==> config.mk <==
export PLATFORM = sky130hd
export DESIGN_NAME = conv_control
export DESIGN_NICKNAME = d
export VERILOG_FILES = /design/src/conv_pkg.sv /design/src/conv_control.sv
export SDC_FILE = /design/constraint.sdc
export NUM_CORES = 1
export LEC_CHECK = 0
export ABC_CLOCK_PERIOD_IN_PS = 4600
export BUFFER_PORTS_ARGS = -buffer_cell sky130_fd_sc_hd__buf_2
export CAP_MARGIN = 20
export CORE_MARGIN = 10
export CORE_UTILIZATION = 25
export CTS_BUF_LIST = sky130_fd_sc_hd__clkbuf_8 sky130_fd_sc_hd__clkbuf_16
export DETAILED_ROUTE_END_ITERATION = 12
export HOLD_SLACK_MARGIN = 0.02
export PLACE_DENSITY = 0.41
export SYNTH_ARGS = -nofsm -noshare
export SYNTH_HDL_FRONTEND = slang
export SYNTH_SLANG_ARGS = --single-unit
==> constraint.sdc <==
create_clock -name clk -period 4.6 [get_ports clk]
set_clock_uncertainty 0.15 [all_clocks]
set_input_delay 0.46 -clock clk [delete_from_list [all_inputs] [get_ports clk]]
set_output_delay 0.46 -clock clk [all_outputs]
set_load 0.005 [all_outputs]
==> src/conv_pkg.sv <==
package conv_pkg;

////////////////////////////////////////////////////////////////////////////
// Layer geometry
////////////////////////////////////////////////////////////////////////////

localparam int IMG_SIZE            = 28;
localparam int KER_SIZE            = 21;
localparam int STRIDE              = 7;
localparam int NUM_WINDOWS         = 4;
localparam int NUM_FILTERS_DEFAULT = 10;

// Window sum scaling before truncation to out_t
localparam int OUT_SHIFT           = 10;

////////////////////////////////////////////////////////////////////////////
// Data types
////////////////////////////////////////////////////////////////////////////

typedef logic signed [8:0]  pixel_t;
typedef logic signed [8:0]  weight_t;
typedef logic signed [26:0] acc_t;
typedef logic signed [16:0] out_t;

// One KER_SIZE-wide row segment out of a buffer
typedef pixel_t  pixel_row_t  [KER_SIZE];
typedef weight_t weight_row_t [KER_SIZE];

// Pixel or weight depending on the load phase
typedef struct packed {
    logic              valid;
    logic signed [8:0] value;
} sample_t;

typedef enum logic [2:0] {
    PH_IDLE,
    PH_IMAGE,
    PH_KERNEL,
    PH_COMPUTE,
    PH_FINISH
} conv_phase_t;

// Window 0 sits in the top field
typedef out_t [0:NUM_WINDOWS-1] filter_result_t;

endpackage

==> src/conv_control.sv <==
`timescale 1ns/1ps

module conv_control import conv_pkg::*;
#(
    parameter int NUM_FILTERS = NUM_FILTERS_DEFAULT
)
(
    input  logic           clk,
    input  logic           reset,
    input  logic           start,
    input  sample_t        sample,
    input  out_t           sum,
    input  logic           sum_valid,
    output logic           loading,
    output logic           img_we,
    output logic           ker_we,
    output logic [4:0]     rd_row,
    output logic [4:0]     img_row,
    output logic [4:0]     img_col,
    output logic           row_valid,
    output logic           row_first,
    output logic           row_last,
    output filter_result_t result,
    output logic           result_valid,
    output logic           done
);

localparam int IMG_LAST  = IMG_SIZE * IMG_SIZE - 1;
localparam int KER_LAST  = KER_SIZE * KER_SIZE - 1;
// KER_SIZE reads, then pipeline drain and restart
localparam int STEP_LAST = KER_SIZE + 3;
localparam int SW        = $clog2(IMG_SIZE * IMG_SIZE);
localparam int WW        = $clog2(NUM_WINDOWS);
localparam int FW        = $clog2(NUM_FILTERS + 1);

conv_phase_t   phase;
logic [SW-1:0] sample_cnt;
logic [4:0]    step;
logic [WW-1:0] win;
logic [FW-1:0] filter_cnt;
logic          accept;
logic          issue;

////////////////////////////////////////////////////////////////////////////
// Load strobes and read addresses
////////////////////////////////////////////////////////////////////////////

assign loading = (phase == PH_IMAGE) || (phase == PH_KERNEL);
assign accept  = loading && sample.valid;
assign img_we  = accept && (phase == PH_IMAGE);
assign ker_we  = accept && (phase == PH_KERNEL);

assign issue = (phase == PH_COMPUTE) && (step < 5'(KER_SIZE));

// Kernel row within the window; image row adds the window's row offset
assign rd_row  = issue ? step : 5'd0;
assign img_row = rd_row + (win[1] ? 5'(STRIDE) : 5'd0);
assign img_col = win[0] ? 5'(STRIDE) : 5'd0;

////////////////////////////////////////////////////////////////////////////
// Sequencer
////////////////////////////////////////////////////////////////////////////

always_ff @(posedge clk)
begin
    if (reset)
    begin
        phase        <= PH_IDLE;
        sample_cnt   <= '0;
        step         <= '0;
        win          <= '0;
        filter_cnt   <= '0;
        row_valid    <= 1'b0;
        row_first    <= 1'b0;
        row_last     <= 1'b0;
        result_valid <= 1'b0;
        done         <= 1'b0;
    end
    else
    begin
        // Row strobes line up with the registered buffer data
        row_valid    <= issue;
        row_first    <= issue && (step == 5'd0);
        row_last     <= issue && (step == 5'(KER_SIZE - 1));
        result_valid <= 1'b0;
        done         <= 1'b0;

        case (phase)
            PH_IDLE:
            begin
                if (start)
                begin
                    phase      <= PH_IMAGE;
                    sample_cnt <= '0;
                    filter_cnt <= '0;
                end
            end
            PH_IMAGE:
            begin
                if (accept)
                begin
                    if (sample_cnt == SW'(IMG_LAST))
                    begin
                        sample_cnt <= '0;
                        phase      <= PH_KERNEL;
                    end
                    else
                    begin
                        sample_cnt <= sample_cnt + 1'b1;
                    end
                end
            end
            PH_KERNEL:
            begin
                if (accept)
                begin
                    if (sample_cnt == SW'(KER_LAST))
                    begin
                        sample_cnt <= '0;
                        step       <= '0;
                        win        <= '0;
                        phase      <= PH_COMPUTE;
                    end
                    else
                    begin
                        sample_cnt <= sample_cnt + 1'b1;
                    end
                end
            end
            PH_COMPUTE:
            begin
                if (step == 5'(STEP_LAST))
                begin
                    step <= '0;
                    win  <= win + 1'b1;
                end
                else
                begin
                    step <= step + 1'b1;
                end

                // Last window sum arrives on the final step
                if (sum_valid && (win == WW'(NUM_WINDOWS - 1)))
                begin
                    result_valid <= 1'b1;
                    phase        <= PH_FINISH;
                end
            end
            PH_FINISH:
            begin
                if (filter_cnt == FW'(NUM_FILTERS - 1))
                begin
                    filter_cnt <= '0;
                    done       <= 1'b1;
                    phase      <= PH_IDLE;
                end
                else
                begin
                    filter_cnt <= filter_cnt + 1'b1;
                    phase      <= PH_KERNEL;
                end
            end
            default:
            begin
                phase <= PH_IDLE;
            end
        endcase
    end
end

// Each window sum lands in its own field
always_ff @(posedge clk)
begin
    if (sum_valid)
        result[win] <= sum;
end

endmodule

# Word level (Yosys, flattened, before mapping)
# Cells that the tools add are included.
# op_classes
magnitude_cmp	3
add_sub_neg	5
reduce_logical	21
n_mux	33
n_eq_ne	17
bitwise	3
# op_table
operator	n
$bwmux 68	1
$mux 10	5
$demux 17 s2	1
$pmux 10 s3	1
$mux 3	8
$mux 5	4
$mux 17	1
$pmux 3 s5	1
$add 10x1->10 const B	1
$eq 10x10->1 const B	1
$eq 10x9->1 const B	1
$eq 5x5->1 const B	2
$pmux 5 s2	1
$logic_and 1x1->1	8
$mux 2	4
$mux 4	2
$ne 2x1->1 const B	4
$pmux 4 s2	1
$reduce_and 4->1	2
$eq 3x2->1 const B	2
$ne 2x2->1 const B	3
$reduce_and 6->1	1
$add 5x1->5 const B	1
$add 5x3->5	1
other kinds (21)	25
# totals
elab_cells	96
output_inout_bits	91
register_bits	97

# Depth between registers and ports, before layout
# depth
word_depth	6
ltp_mapped	11

# Worst setup path after synthesis
# OpenSTA, ideal clock, no wires.
# synth_path
path_type	reg-to-output
from	reg phase[2]
to	out img_row[4]
arrival_time_ns	2.068
stages_incl_launch_ff	11
path_slack_ns	1.922
path_buffers	1
cell_sequence	dfxtp_1 clkbuf_1 nand3b_1 a21oi_1 and2_1 ha_1 inv_1 fa_1 nor2b_1 o21ai_0 nand2b_1
# synth_via
elab_chain_len	4
# synth_lines
element	line_no	text
start: declaration	conv_control.sv:36	conv_phase_t phase;
start signal: assignment	conv_control.sv:68	phase <= PH_IDLE;
start signal: assignment	conv_control.sv:93	phase <= PH_IMAGE;
start signal: assignment	conv_control.sv:105	phase <= PH_KERNEL;
$eq 3x2->1	conv_control.sv:53	assign issue = (phase == PH_COMPUTE) && (step < 5'(KER_SIZE));
$logic_and 1x1->1	conv_control.sv:53	
$mux 5	conv_control.sv:56	assign rd_row = issue ? step : 5'd0;
via rd_row[0]	conv_control.sv:17	output logic [4:0] rd_row,
$add 5x3->5	conv_control.sv:57	assign img_row = rd_row + (win[1] ? 5'(STRIDE) : 5'd0);
end: declaration	conv_control.sv:18	output logic [4:0] img_row,
# The timed path passes the listed nets, and every way through them passes these cells.

# Final worst setup path
# layout_path
from	reg phase[0]
to	out img_row[4]
# layout_via
elab_chain_len	4
# layout_lines
element	line_no
$eq 3x2->1	conv_control.sv:53
$logic_and 1x1->1	conv_control.sv:53
$mux 5	conv_control.sv:56
$add 5x3->5	conv_control.sv:57
# Every way passes these cells.

==> run metrics <==
Cell variety after synth=48; clock latency on the worst-skew pair=~0.35 ns; # DRC=0; area grow syn2layout=26.3%; Area contributors post-synth=edfxtp_1, dfxtp_1, ha_1; number of I/O pins=~120; hold-fix buffer count after cts=0; DIE HEIGHT=approximately 150 um; Synth Instances=just under 300; chip width=~150 um; crit path kind=flop to primary output; nets=444; std cell rows=between 40 and 50; Post-Place Worst Slack=approximately 1.5 ns; antenna-violating nets left=0; CTS H-tree lvls=3; outcome=completed; Least-Margin Pin Slew=0.955 ns; vias=around 2,600; WL final=between 9000 and 10,000 um; Hold Path Class=input pin to flop; initial core utilization=around 26%; Setup WS post-layout=about 1.1 ns; Core ar.=around 0.015 mm^2; drt first pass iters=4; CTS root buffer=clkbuf_16; Worst Path Max Fanout=14; post-synthesis sequential area ratio=67.1%; Placer Congestion=0.723; total CTS buffers=9; global route overflow=0; PwrDens=406 mW/mm^2; Antenna Diode Count=0; number of global-route vias before repair=about 2,700; post-synth top area share=between 50% and 60%; Peak VDD IR=about 0.21 mV; RSZ-0062 raised after global routing=no; drt wl/cell=between 15 and 20 um; Yosys warning count=0; Async S/R FF share, synth=0%; Crit. End Element=primary output; post-DP HPWL=between 6000 and 7000 um; # Post-CTS Setup Buffers=0; port bufs=110; highest clock rate=around 290 MHz; TNS Setup=0 ns; Final min period=roughly 3.5 ns; CTS-repair resized insts=0; global-route wire length before repair=around 16,000 um; Slew HR=between 30% and 40%; CTS clk-pin slew, worst paths=~0.07 ns; Worst Setup Start Kind=flop; syn_area_per_cell=between 10 and 15 um^2; DIE AREA=around 0.021 mm^2; largest net degree at the start of global routing=26; number of synthesized flops with an enable pin=68; Final Hold Vio Count=0; post-synthesis cell area=a little under 0.004 mm^2; setup violators final=0; vias per std cell=roughly 4.3; part of the cycle the worst path needs=75.6%; max-slew violations=0; ys flop type=edfxtp_1; Worst Path Arrival=roughly 2.9 ns; Tot GR Track Use=a little under a tenth; initial antenna violation count=0; CP Data Required Time=roughly 4 ns; CTS sink cnt=97; maxcap violations=0; clk buf depth=2; largest area contributor in the netlist=edfxtp_1; share of cells above drive strength 1=about a third; initial DRC count=133; Seq cells post-synth=97; TritonCTS clock tree=yes; leak pwr=approximately 1.9 nW
per-stage QoR:
step / cell area, um^2 / utilization [%] / hold slack (ns) / std cells / power [mW]
CTS: 4940 / 32.4 / 0.162 / 614 / 2.03
finish: 4940 / 32.4 / 0.177 / 614 / 2.00
detailed placement: 4650 / 30.4 / 0.332 / 599 / 1.27
global placement: 4650 / 30.4 / 0.325 / 599 / 1.27
floorplan: 3910 / - / 0.308 / 292 / 1.19
global route: 4940 / 32.4 / 0.160 / 614 / 2.10
worst paths after layout:
| kind | slack [ns] | cells past startpoint | startpoint | to |
|---|---|---|---|---|
| worst max-delay path | 1.12 | 10 | phase[0] | img_row[4] |
| worst min-delay path | 0.18 | 1 | sum[2] | result[53] |
| worst max register to register | 2.27 | 4 | phase[0] | sample_cnt[3] |
| worst min register to register | 0.34 | 2 | filter_cnt[3] | filter_cnt[3] |
layout by cell type (no fill, tap or decap), drive strengths merged, types with 2 or more instances in the layout:
master   count
a21oi       12
a31oi        8
and2         9
buf        111
clkbuf       9
clkinv       3
conb         2
dfxtp       29
edfxtp      68
ha          13
inv         12
nand2       18
nand2b       4
nand3       15
nand3b       6
nand4        3
nand4b       4
nand4bb      3
nor2        19
nor2b        4
nor3         7
nor3b        4
o21ai        7
o21ba        2
o31ai        2
or3          3
or4          4
xnor2        4
xor2         3
registers in the layout (all words and copies together), names as in the netlist:
| register | flops |
|---|---|
| step | 5 |
| sample_cnt | 10 |
| row_valid | 1 |
| phase | 3 |
| filter_cnt | 4 |
| win | 2 |
| row_last | 1 |
| done | 1 |
| row_first | 1 |
| result | 68 |
| result_valid | 1 |
worst max-delay path, cell delays in order (launching register included):
cell and delay [ns]:
dfxtp_1 0.61, nand3b_1 0.34, a21oi_1 0.34, and2_1 0.19
ha_1 0.17, inv_1 0.06, fa_1 0.40, nor2b_1 0.12
o21ai_0 0.08, nand2b_1 0.10, buf_2 0.11
power by group:
group	internal [mW]	total [mW]	switching (mW)
Sequential	0.956	0.989	0.0329
Clock	0.422	0.753	0.331
Combinational	0.0957	0.263	0.167
metal layers:
layer	wire length (um)	GRT usage (%)	share of wire, %	vias to the layer above
met5	0	0	0	-
met4	137	3.52	1.4	0
met3	562	3.63	5.7	10
met2	4410	14.2	45	88
met1	4740	11.7	48	1244
li1	-	-	-	1275
cell type report:
cell class	instances	area, um^2
Inverter	10	37.5
Sequential cell	97	2620
Fill cell	1575	10300
Clock buffer	9	225
Multi-Input combinational cell	170	1160
Tap cell	211	264
Clock inverter	6	66.3
Timing Repair Buffer	111	558
synthesized netlist by cell type, drive strengths merged (8+ instances only):
| master | number |
|---|---|
| dfxtp | 29 |
| inv | 10 |
| nand2 | 18 |
| ha | 13 |
| and2 | 9 |
| a21oi | 12 |
| edfxtp | 68 |
| a31oi | 8 |
| nor2 | 19 |
| nand3 | 15 |
| buf | 9 |
cell families after synthesis:
logic type | count (synthesis) | synth area share, %
compound gates | 39 | 7.07
xor+xnor | 7 | 1.57
fa+ha+maj | 14 | 4.67
buf+inv | 25 | 3.23
flops | 97 | 67.1
other cells | 1 | 0.0959
simple gates | 108 | 16.3
(Power assumes the default switching activity.)
