## src/row_buffer.sv

```systemverilog
`timescale 1ns/1ps

module row_buffer
#(
    parameter type elem_t   = logic,
    parameter int  ROWS     = 28,
    parameter int  COLS     = 28,
    parameter int  KER_SIZE = 21
)
(
    input  logic       clk,
    input  logic       we,
    input  elem_t      wdata,
    input  logic [4:0] rd_row,
    input  logic [4:0] rd_col,
    output elem_t      rd_seg [KER_SIZE]
);

localparam int RW = $clog2(ROWS);
localparam int CW = $clog2(COLS);

elem_t mem [ROWS][COLS];

// Raster write position
logic [RW-1:0] wr_row = '0;
logic [CW-1:0] wr_col = '0;

always_ff @(posedge clk)
begin
    if (we)
    begin
        mem[wr_row][wr_col] <= wdata;
    end
end

// Wraps to the first entry after the last one
always_ff @(posedge clk)
begin
    if (we)
    begin
        if (wr_col == CW'(COLS - 1))
        begin
            wr_col <= '0;
            if (wr_row == RW'(ROWS - 1))
                wr_row <= '0;
            else
                wr_row <= wr_row + 1'b1;
        end
        else
        begin
            wr_col <= wr_col + 1'b1;
        end
    end
end

// Segment read, one cycle after the address
always_ff @(posedge clk)
begin
    for (int k = 0; k < KER_SIZE; k++)
        rd_seg[k] <= mem[rd_row][int'(rd_col) + k];
end

endmodule

```

## config.mk

```make
export PLATFORM = sky130hd
export DESIGN_NAME = row_buffer
export DESIGN_NICKNAME = d
export VERILOG_FILES = /design/src/row_buffer.sv
export SDC_FILE = /design/constraint.sdc
export NUM_CORES = 1
export LEC_CHECK = 0
export BUFFER_PORTS_ARGS = -buffer_cell sky130_fd_sc_hd__clkbuf_2
export CAP_MARGIN = 20
export CORE_UTILIZATION = 55
export DETAILED_ROUTE_END_ITERATION = 8
export PLACE_DENSITY_LB_ADDON = 0.12
export SLEW_MARGIN = 20
export SYNTH_ARGS = -nofsm -noshare
export SYNTH_HDL_FRONTEND = slang
export SYNTH_SLANG_ARGS = --single-unit
```

## constraint.sdc

```tcl
create_clock -name clk -period 3.45 [get_ports clk]
set_input_delay 0.1725 -clock clk [delete_from_list [all_inputs] [get_ports clk]]
set_output_delay 0.1725 -clock clk [all_outputs]
set_load 0.01 [all_outputs]
```

# --- Word level (Yosys, flattened, before mapping) ---
# Memories as Yosys holds them, arrays and structs flattened.
# Index checks and enable logic that the tools add are counted.
totals:
  reg_bits: 31
  mem_bits_rw: 784
  inputBits: 13
  elab_cells: 162
  out_inout_bits: 21
  n_memories: 1
memory_table:
  columns: ["memory", "words", "width", "rd", "rd_ports_with_merged_regs", "wr", "line", "rtl"]
  rows:
  - ["mem", 28, 28, 1, 0, 1, "22", "elem_t mem [ROWS][COLS];"]
op_classes:
  muxes: 67
  order_cmp: 23
  n_eq_ne: 2
  addsub: 22
  reduce_logical: 2
  bitwise: 22
op_table:
  columns: ["operator", "n"]
  rows:
  - ["32-bit by 6-bit >= comparator with 1-bit output, second input constant", 21]
  - ["6-bit inverter with 32-bit output", 20]
  - ["1-bit binary-select mux with 5-bit select", 21]
  - ["5-bit by 4-bit adder with 6-bit output, second input constant", 8]
  - ["1-bit two-way mux", 44]
  - ["5-bit inverter with 32-bit output", 1]
  - ["5-bit by 5-bit adder with 6-bit output, second input constant", 5]
  - ["28-bit two-way mux", 1]
  - ["5-bit by 3-bit adder with 6-bit output, second input constant", 4]
  - ["5-bit by 2-bit adder with 6-bit output, second input constant", 2]
  - ["5-bit by 1-bit adder with 5-bit output, second input constant", 2]
  - ["5-bit equality test, second input constant", 2]
  - ["5-bit by 1-bit adder with 6-bit output, second input constant", 1]
  - ["6-bit >= comparator, second input constant", 1]
  - ["6-bit by 1-bit < comparator with 1-bit output, second input constant", 1]
  - ["5-bit inverter with 6-bit output", 1]
  - ["1-bit demux with 5-bit select", 1]
  - ["2-bit AND reduction", 1]
  - ["1-bit logical AND", 1]

# --- Logic depth before layout (Yosys ltp) ---
# Gate-level depths: netlist of the first run.
logic_depth:
  depth_word: 6
  ltp_mapped: 14
  mapped_depth_nobuf: 9

# --- Worst setup path after synthesis of the first run ---
# OpenSTA, ideal clock, no wires.
synth_path:
  path_type: "input to register"
  from: "in rd_row[2]"
  to: "reg rd_seg[12] (netlist name)"
  arrival_time_ns: 2.690
  path_slack_ns: 0.626
  required_ns: 3.316
  stages: 9
  path_cell_list: "buf_2 buf_2 clkbuf_1 mux4_2 o21ai_1 nand3_1 mux4_2 mux2_4 mux4_2"
synth_between:
  elab_chain_len: 4
synth_lines:
  columns: ["item", "line", "rtl"]
  rows:
  - ["from (decl)", "14", "input logic [4:0] rd_row,"]
  - ["memory 28 x 28 bit", null, null]
  - ["1-bit binary-select mux with 5-bit select", "60", "rd_seg[k] <= mem[rd_row][int'(rd_col) + k];"]
  - ["1-bit two-way mux (implied by the code) (2 in series)", "60", null]
  - ["to (signal, indexed assignment)", "60", null]
  - ["to (decl)", "16", "output elem_t rd_seg [KER_SIZE]"]
# No other way between the ends. The select of a mux whose other input is x is not followed.
# A chain may end at the register's enable or synchronous reset.

# --- Worst setup path after layout of the first run ---
layout_path:
  from: "mem mem[20][20] (netlist name)"
  to: "reg rd_seg[12] (netlist name)"
layout_between:
  elab_chain_len: 4
layout_lines:
  columns: ["item", "line"]
  rows:
  - ["from (decl)", "22"]
  - ["memory 28 x 28 bit", null]
  - ["1-bit binary-select mux with 5-bit select", "60"]
  - ["1-bit two-way mux (implied by the code) (2 in series)", "60"]
# No other way between the ends. The select of a mux whose other input is x is not followed.

==> results of run 1 <==
## critical path: stages (launching register included)
cell and delay, ns:
edfxtp_1 0.38, mux4_2 0.46, mux2i_1 0.36, o22a_1 0.27, nand2_1 0.07, mux4_2 0.54, mux2_4 0.29, mux4_2 0.46
## per-layer routing
metal	GRT usage (%)	vias up	share of wire, %
met2	49.1	1293	48
met4	11.9	0	3.6
met1	41.9	12600	39
met3	4.55	227	9.2
li1	-	10700	-
met5	0	-	0
## cells by family (layout without fill, tap and decap cells)
logic type,Yosys count,after routing,synth area share [%]
AO/OA/AOI/OAI,263,263,5.15
XOR/XNOR,27,27,0.632
adder cells (fa/ha/maj),20,20,0.669
buffers and inverters,261,375,3.19
flip-flops,815,815,64.8
multiplexers,347,347,12.6
AND/OR/NAND/NOR,1162,1162,12.9
## Yosys cell counts (all sizes together), types with 4 or more instances
master	number
a211o	7
a211oi	8
a21oi	42
a221oi	8
a22o	8
a22oi	78
a31o	4
a31oi	15
a32oi	7
a41oi	9
and2	23
and3	9
buf	72
clkbuf	165
dfxtp	21
edfxtp	794
ha	20
inv	22
mux2	23
mux2i	229
mux4	95
nand2	107
nand2b	9
nand3	79
nand4	55
nor2	826
nor2b	22
nor3	13
o2111ai	5
o21a	4
o21ai	30
o221ai	5
o22ai	8
o311ai	4
o31a	4
or2	5
or3	6
xnor2	19
xor2	8
## flip-flops by register name (all words and copies together) (netlist names)
signal / cells
mem: 784
rd_seg: 21
wr_col: 5
wr_row: 5
## report_power, final
group | internal, mW | switching [mW] | total, mW
registers | 10.9 | 0.0483 | 11.0
logic | 0.678 | 1.13 | 1.81
clock network | 5.43 | 3.73 | 9.16
## stage by stage
step                worst slack (ns)  total power, mW
detailed placement             0.237             13.0
CTS                            0.486             22.0
global route                   0.467             22.5
floorplan                      0.626             12.2
finish                         0.507             22.0
global placement               0.247             12.9
## final timing paths
| path | startpoint | end | slack [ns] | cells past startpoint |
|---|---|---|---|---|
| setup / recovery | mem[20][20] | rd_seg[12] | 0.51 | 7 |
| hold / removal | wdata | mem[5][13] | 0.13 | 1 |
| setup reg to reg | mem[20][20] | rd_seg[12] | 0.51 | 7 |
| hold reg to reg | wr_row[0] | wr_row[0] | 0.67 | 1 |
## timing repair
item                                    in CTS  in global routing
endpoints found under the setup margin       0                  0
hold endpoints to repair                     5                  0
hold buffers                                 1                  0
## area by class of cell
class / instances / area share [%]
clock inverter: 33 / 1.05
multi-input combinational: 1819 / 28.7
timing repair buffer: 203 / 4.14
tap: 873 / 2.60
clock buffer: 115 / 5.44
sequential: 815 / 57.8
inverter: 24 / 0.215
==> out/metrics.csv, run 1 <==
stage,metric,value,unit
status,status,"complete, no violations",
setup_path,WP data required,3.94,ns
die,Core ar.,67300,um2
global_route,first-pass GRT wire length,154,mm
global_route,Global Route Usage Sum,30.4,%
setup_path,Crit path arrival time,3.44,ns
finish,"leading cell type in the layout, fill and taps excluded",nor2_1,
die,# rows,95,
logic_synthesis,Post-Syn Area,37400,um2
logic_synthesis,synth warn,0,
finish,post-layout instance count excluding filler cells,3882,
detailed_routing,DR WL/cell,27.2,um
global_route,vias in the first global route,23800,
clock_tree,htree depth,3,
timing,final hold vios,0,
detailed_routing,drt first-iter violations,3254,
clock_tree,CTS tree,yes,
timing,max_slew headroom,44.0,%
detailed_routing,drt first pass iters,6,
global_route,gr ovfl total,0,
detailed_routing,Post-DRT Antenna Nets,0,
timing,Setup Total Neg Slack,0,ns
placement,dpl hpwl,63.2,mm
logic_synthesis,Syn Inst Count,2895,
logic_synthesis,top-area cell type share of the netlist area,63.7,%
finish,layout cells sized above 1,15.6,%
timing,Period minus WS final,2.94,ns
finish,Area Growth Syn to Fin,12.1,%
placement,Inst Count DP,3733,
setup_path,crit path kind,register to register,
detailed_routing,DRC violations left,0,
clock_tree,cts bufs inserted,86,
global_route,antenna violations before repair,1,
logic_synthesis,Post-synth EDFFs,794,
setup_path,CP endpoint kind,register,
die,Die Ht,263,um
clock_tree,root buf cell,clkbuf_16,
clock_tree,clk slew on worst S/H paths,0.06,ns
clock_tree,clk sinks,815,
logic_synthesis,Synth area leaders,"edfxtp_1, nor2_1, mux2i_1",
global_route,largest net degree at the start of global routing,147,
finish,multi-input logic area,12100,um2
logic_synthesis,ys async rst share,0,%
logic_synthesis,Syn Area/Cell,12.9,um2
finish,most frequent cells in the layout,"nor2_1, edfxtp_1, mux2i_1",
finish,fin area,42000,um2
logic_synthesis,"Top FF cell, synth",edfxtp_1,
logic_synthesis,"Seq/Total Area, Yosys",64.8,%
die,Die Wd,263,um
timing,RSZ-0062 raised after global routing,no,
clock_tree,setup bufs post-CTS,0,
pwr,Lkg Pwr,13.6,nW
finish,Layout fillers,5163,
pwr,P per Cell Area,523,nW/um2
timing,maximum operating frequency,340,MHz
timing,final setup fails,0,
run,Max-Cap Viols,0,
detailed_routing,vias per cell,6.41,
timing,worst hold slack,0.127,ns
min_path,HP Class,input pin to register,
die,# IOs,34,
finish,Layout Nets,2982,
logic_synthesis,Yosys reg bits,815,
placement,I/O Buffers,33,
pwr,maximum VDD drop,385,uV
finish,Finished Core Util,62.4,%
timing,Worst Clk Skew,0.0165,ns
logic_synthesis,largest area contributor in the netlist,edfxtp_1,
placement,gp weighted congestion,0.903,
setup_path,crit start category,register,
logic_synthesis,synth unique cells,69,
finish,Seq. cell area,24300,um2
setup_path,CP max FO,3,
clock_tree,clock latency on the worst-skew pair,0.63,ns
die,die area,69100,um2
timing,max-slew violations,0,
timing,Tcrit/Tclk final,85.3,%
detailed_routing,Vias,24900,
finish,Inserted Diodes,0,
die,initial core utilization,55.6,%
clock_tree,post_cts resized,0,
placement,area post-placement,39200,um2
timing,Slew @ Worst Pin,0.838,ns
logic_synthesis,Mapped Nets,2928,
detailed_routing,final WL,106,mm
clock_tree,CTS max path bufs,3,
No activity file was read; power rests on OpenSTA's default activity.
==> inputs of run 2 (changes only) <==
SKIP_LAST_GASP = 1   (was default)
clock period = 2.6 ns   (was 3.45 ns; I/O delays follow)
==> out/metrics.csv, run 2 (synthesized netlist as in run 1, its figures left out) <==
stage,metric,value,unit
global_route,gr ovfl total,0,
timing,Period minus WS final,2.95,ns
finish,Largest regs,"mem: 784 flops, rd_seg: 21 flops",
global_route,first-pass GRT wire length,159,mm
setup_path,Crit path arrival time,3.45,ns
clock_tree,clk sinks,815,
timing,final setup fails,21,
timing,Slew @ Worst Pin,0.815,ns
global_route,antenna violations before repair,2,
setup_path,CP endpoint kind,register,
setup_path,crit start category,register,
die,die area,69100,um2
min_path,HP Class,input pin to register,
setup_path,CP Capture Point,rd_seg[8],
finish,Layout fillers,4996,
detailed_routing,met1 WL,42.2,mm
finish,"leading cell type in the layout, fill and taps excluded",nor2_1,
finish,fin area,43700,um2
finish,Top reg by flops,mem,
setup_path,crit path kind,register to register,
timing,RSZ-0062 raised after global routing,yes,
placement,I/O Buffers,33,
setup_path,Buf/Inv on CP,0,
placement,pre-CTS setup slack,-0.512,ns
pwr,P per Cell Area,670,nW/um2
die,Die Ht,263,um
detailed_routing,final WL,107,mm
pwr,switching share of total power,22.9,%
finish,most frequent cells in the layout,"nor2_1, edfxtp_1, buf_4",
placement,dpl hpwl,67.5,mm
run,Max-Cap Viols,0,
placement,area post-placement,40600,um2
detailed_routing,Routed met2 length,50.9,mm
finish,Layout Nets,3146,
setup_path,flop-to-flop setup slack,-0.35,ns
pwr,Internal Pwr Total,22.6,mW
clock_tree,CTS max path bufs,3,
setup_path,Crit path largest cell delay,0.54,ns
setup_path,WP data required,3.10,ns
setup_path,Crit path max-delay family,multiplexers,
global_route,largest net degree at the start of global routing,115,
pwr,Lkg Pwr,14.5,nW
timing,final hold vios,0,
finish,post-layout instance count excluding filler cells,4051,
timing,worst hold slack,0.0145,ns
status,failing checks,setup timing,
timing,Tcrit/Tclk final,114,%
timing,Worst Clk Skew,0.0187,ns
detailed_routing,Vias,25400,
pwr,maximum VDD drop,407,uV
setup_path,"Cell Chain, Critical Path",mux4_2 -> a22o_1 -> o221ai_4 -> nand2_1 -> mux4_2 -> mux4_2 -> mux2_4,
clock_tree,htree depth,3,
timing,Setup Total Neg Slack,-3.90,ns
die,Core ar.,67300,um2
setup_path,worst r2r path cells,7,
die,Die Wd,263,um
setup_path,crit path from,mem[14][20],
setup_path,CP max FO,3,
clock_tree,CTS tree,yes,
setup_path,Critical-path top delay cell,mux4_2,
timing,max_slew headroom,45.3,%
die,# rows,95,
finish,max reg flops,784,
setup_path,"Top cell by count, worst path",mux4_2,
global_route,Global Route Usage Sum,31.1,%
finish,layout cells sized above 1,21.2,%
detailed_routing,Post-DRT Antenna Nets,0,
die,# IOs,34,
detailed_routing,drt first pass iters,8,
placement,gp weighted congestion,0.895,
clock_tree,clk slew on worst S/H paths,0.06,ns
status,status,finished with violations,
pwr,Gate power share,9.6,%
pwr,Net Sw Power,6.69,mW
global_route,vias in the first global route,25000,
detailed_routing,DR WL/cell,26.4,um
timing,max-slew violations,0,
timing,maximum operating frequency,339,MHz
detailed_routing,drt first-iter violations,3239,
timing,Worst Slack Setup Final,-0.351,ns
pwr,clock network power share,40.7,%
placement,Inst Count DP,3884,
clock_tree,cts bufs inserted,86,
clock_tree,root buf cell,clkbuf_16,
setup_path,RR Endpoint,rd_seg[8],
detailed_routing,WL met3,10.6,mm
setup_path,WP depth,7,
pwr,register share of total power,49.8,%
clock_tree,clock latency on the worst-skew pair,0.63,ns
finish,Area Growth Syn to Fin,16.7,%
detailed_routing,DRC violations left,0,
die,initial core utilization,55.6,%
detailed_routing,DR top layer,met4,
detailed_routing,vias per cell,6.27,
setup_path,R2R Path Start,mem[14][20],
## run 2: worst min path at each step
| stage | start | endpoint | slack [ns] | depth (start not counted) |
|---|---|---|---|---|
| 2_1_floorplan | wdata | mem[0][0] | 0.23 | 0 |
| 3_3_place_gp | we | wr_col[2] | 0.51 | 1 |
| 3_5_place_dp | we | wr_col[2] | 0.51 | 1 |
| 4_1_cts | wdata | mem[10][19] | 0.02 | 1 |
| 5_1_grt | wdata | mem[20][15] | 0.04 | 1 |
| 6_report | wdata | mem[20][15] | 0.01 | 1 |
## run 2: layout make-up
type	instances	area, um2	area share, %
Sequential cell	815	24300	55.6
Multi-Input combinational cell	1819	12300	28.2
Timing Repair Buffer	367	3200	7.32
Clock buffer	105	2310	5.29
Tap cell	873	1090	2.50
Clock inverter	47	397	0.908
Inverter	24	91.3	0.209
Antenna cell	1	2.50	0.00573
## run 2: worst register-to-register path: cells and delay by family (launching register included)
kind	cells	cell delay (ns)
muxes	4	1.80
AOI/OAI and AO/OA	2	0.56
DFF	1	0.36
and+or+nand+nor	1	0.12
## run 2: routing by layer
| metal | vias up | track usage, % |
|---|---|---|
| met3 | 175 | 5.67 |
| met4 | 0 | 10.1 |
| met1 | 12900 | 42.7 |
| met2 | 1258 | 50.5 |
| li1 | 11100 | - |
| met5 | - | 0 |
## run 2: power groups by stage
stage | combinational (mW) | sequential (mW) | clock (mW)
5_1_grt | 2.96 | 14.6 | 12.5
3_3_place_gp | 2.56 | 14.8 | 0
4_1_cts | 2.74 | 14.6 | 12.0
2_1_floorplan | 1.37 | 14.9 | 0
3_5_place_dp | 2.62 | 14.8 | 0
6_report | 2.80 | 14.6 | 11.9
## run 2: what timing repair did
item / 4_1_cts / 5_1_grt
endpoints found under the setup margin: 20 / 21
cloned: 0 / 0
gates resized for setup: 39 / 8
hold buffers: 1 / 0
pin swaps: 12 / 7
endpoints found under the hold margin: 5 / 0
buffers inserted: 13 / 3
## run 2: stage by stage
step / util, % / total power, mW
finish: 64.9 / 29.3
global route: 64.9 / 30.0
CTS: 64.8 / 29.3
detailed placement: 60.3 / 17.5
global placement: 60.3 / 17.4
floorplan: - / 16.2
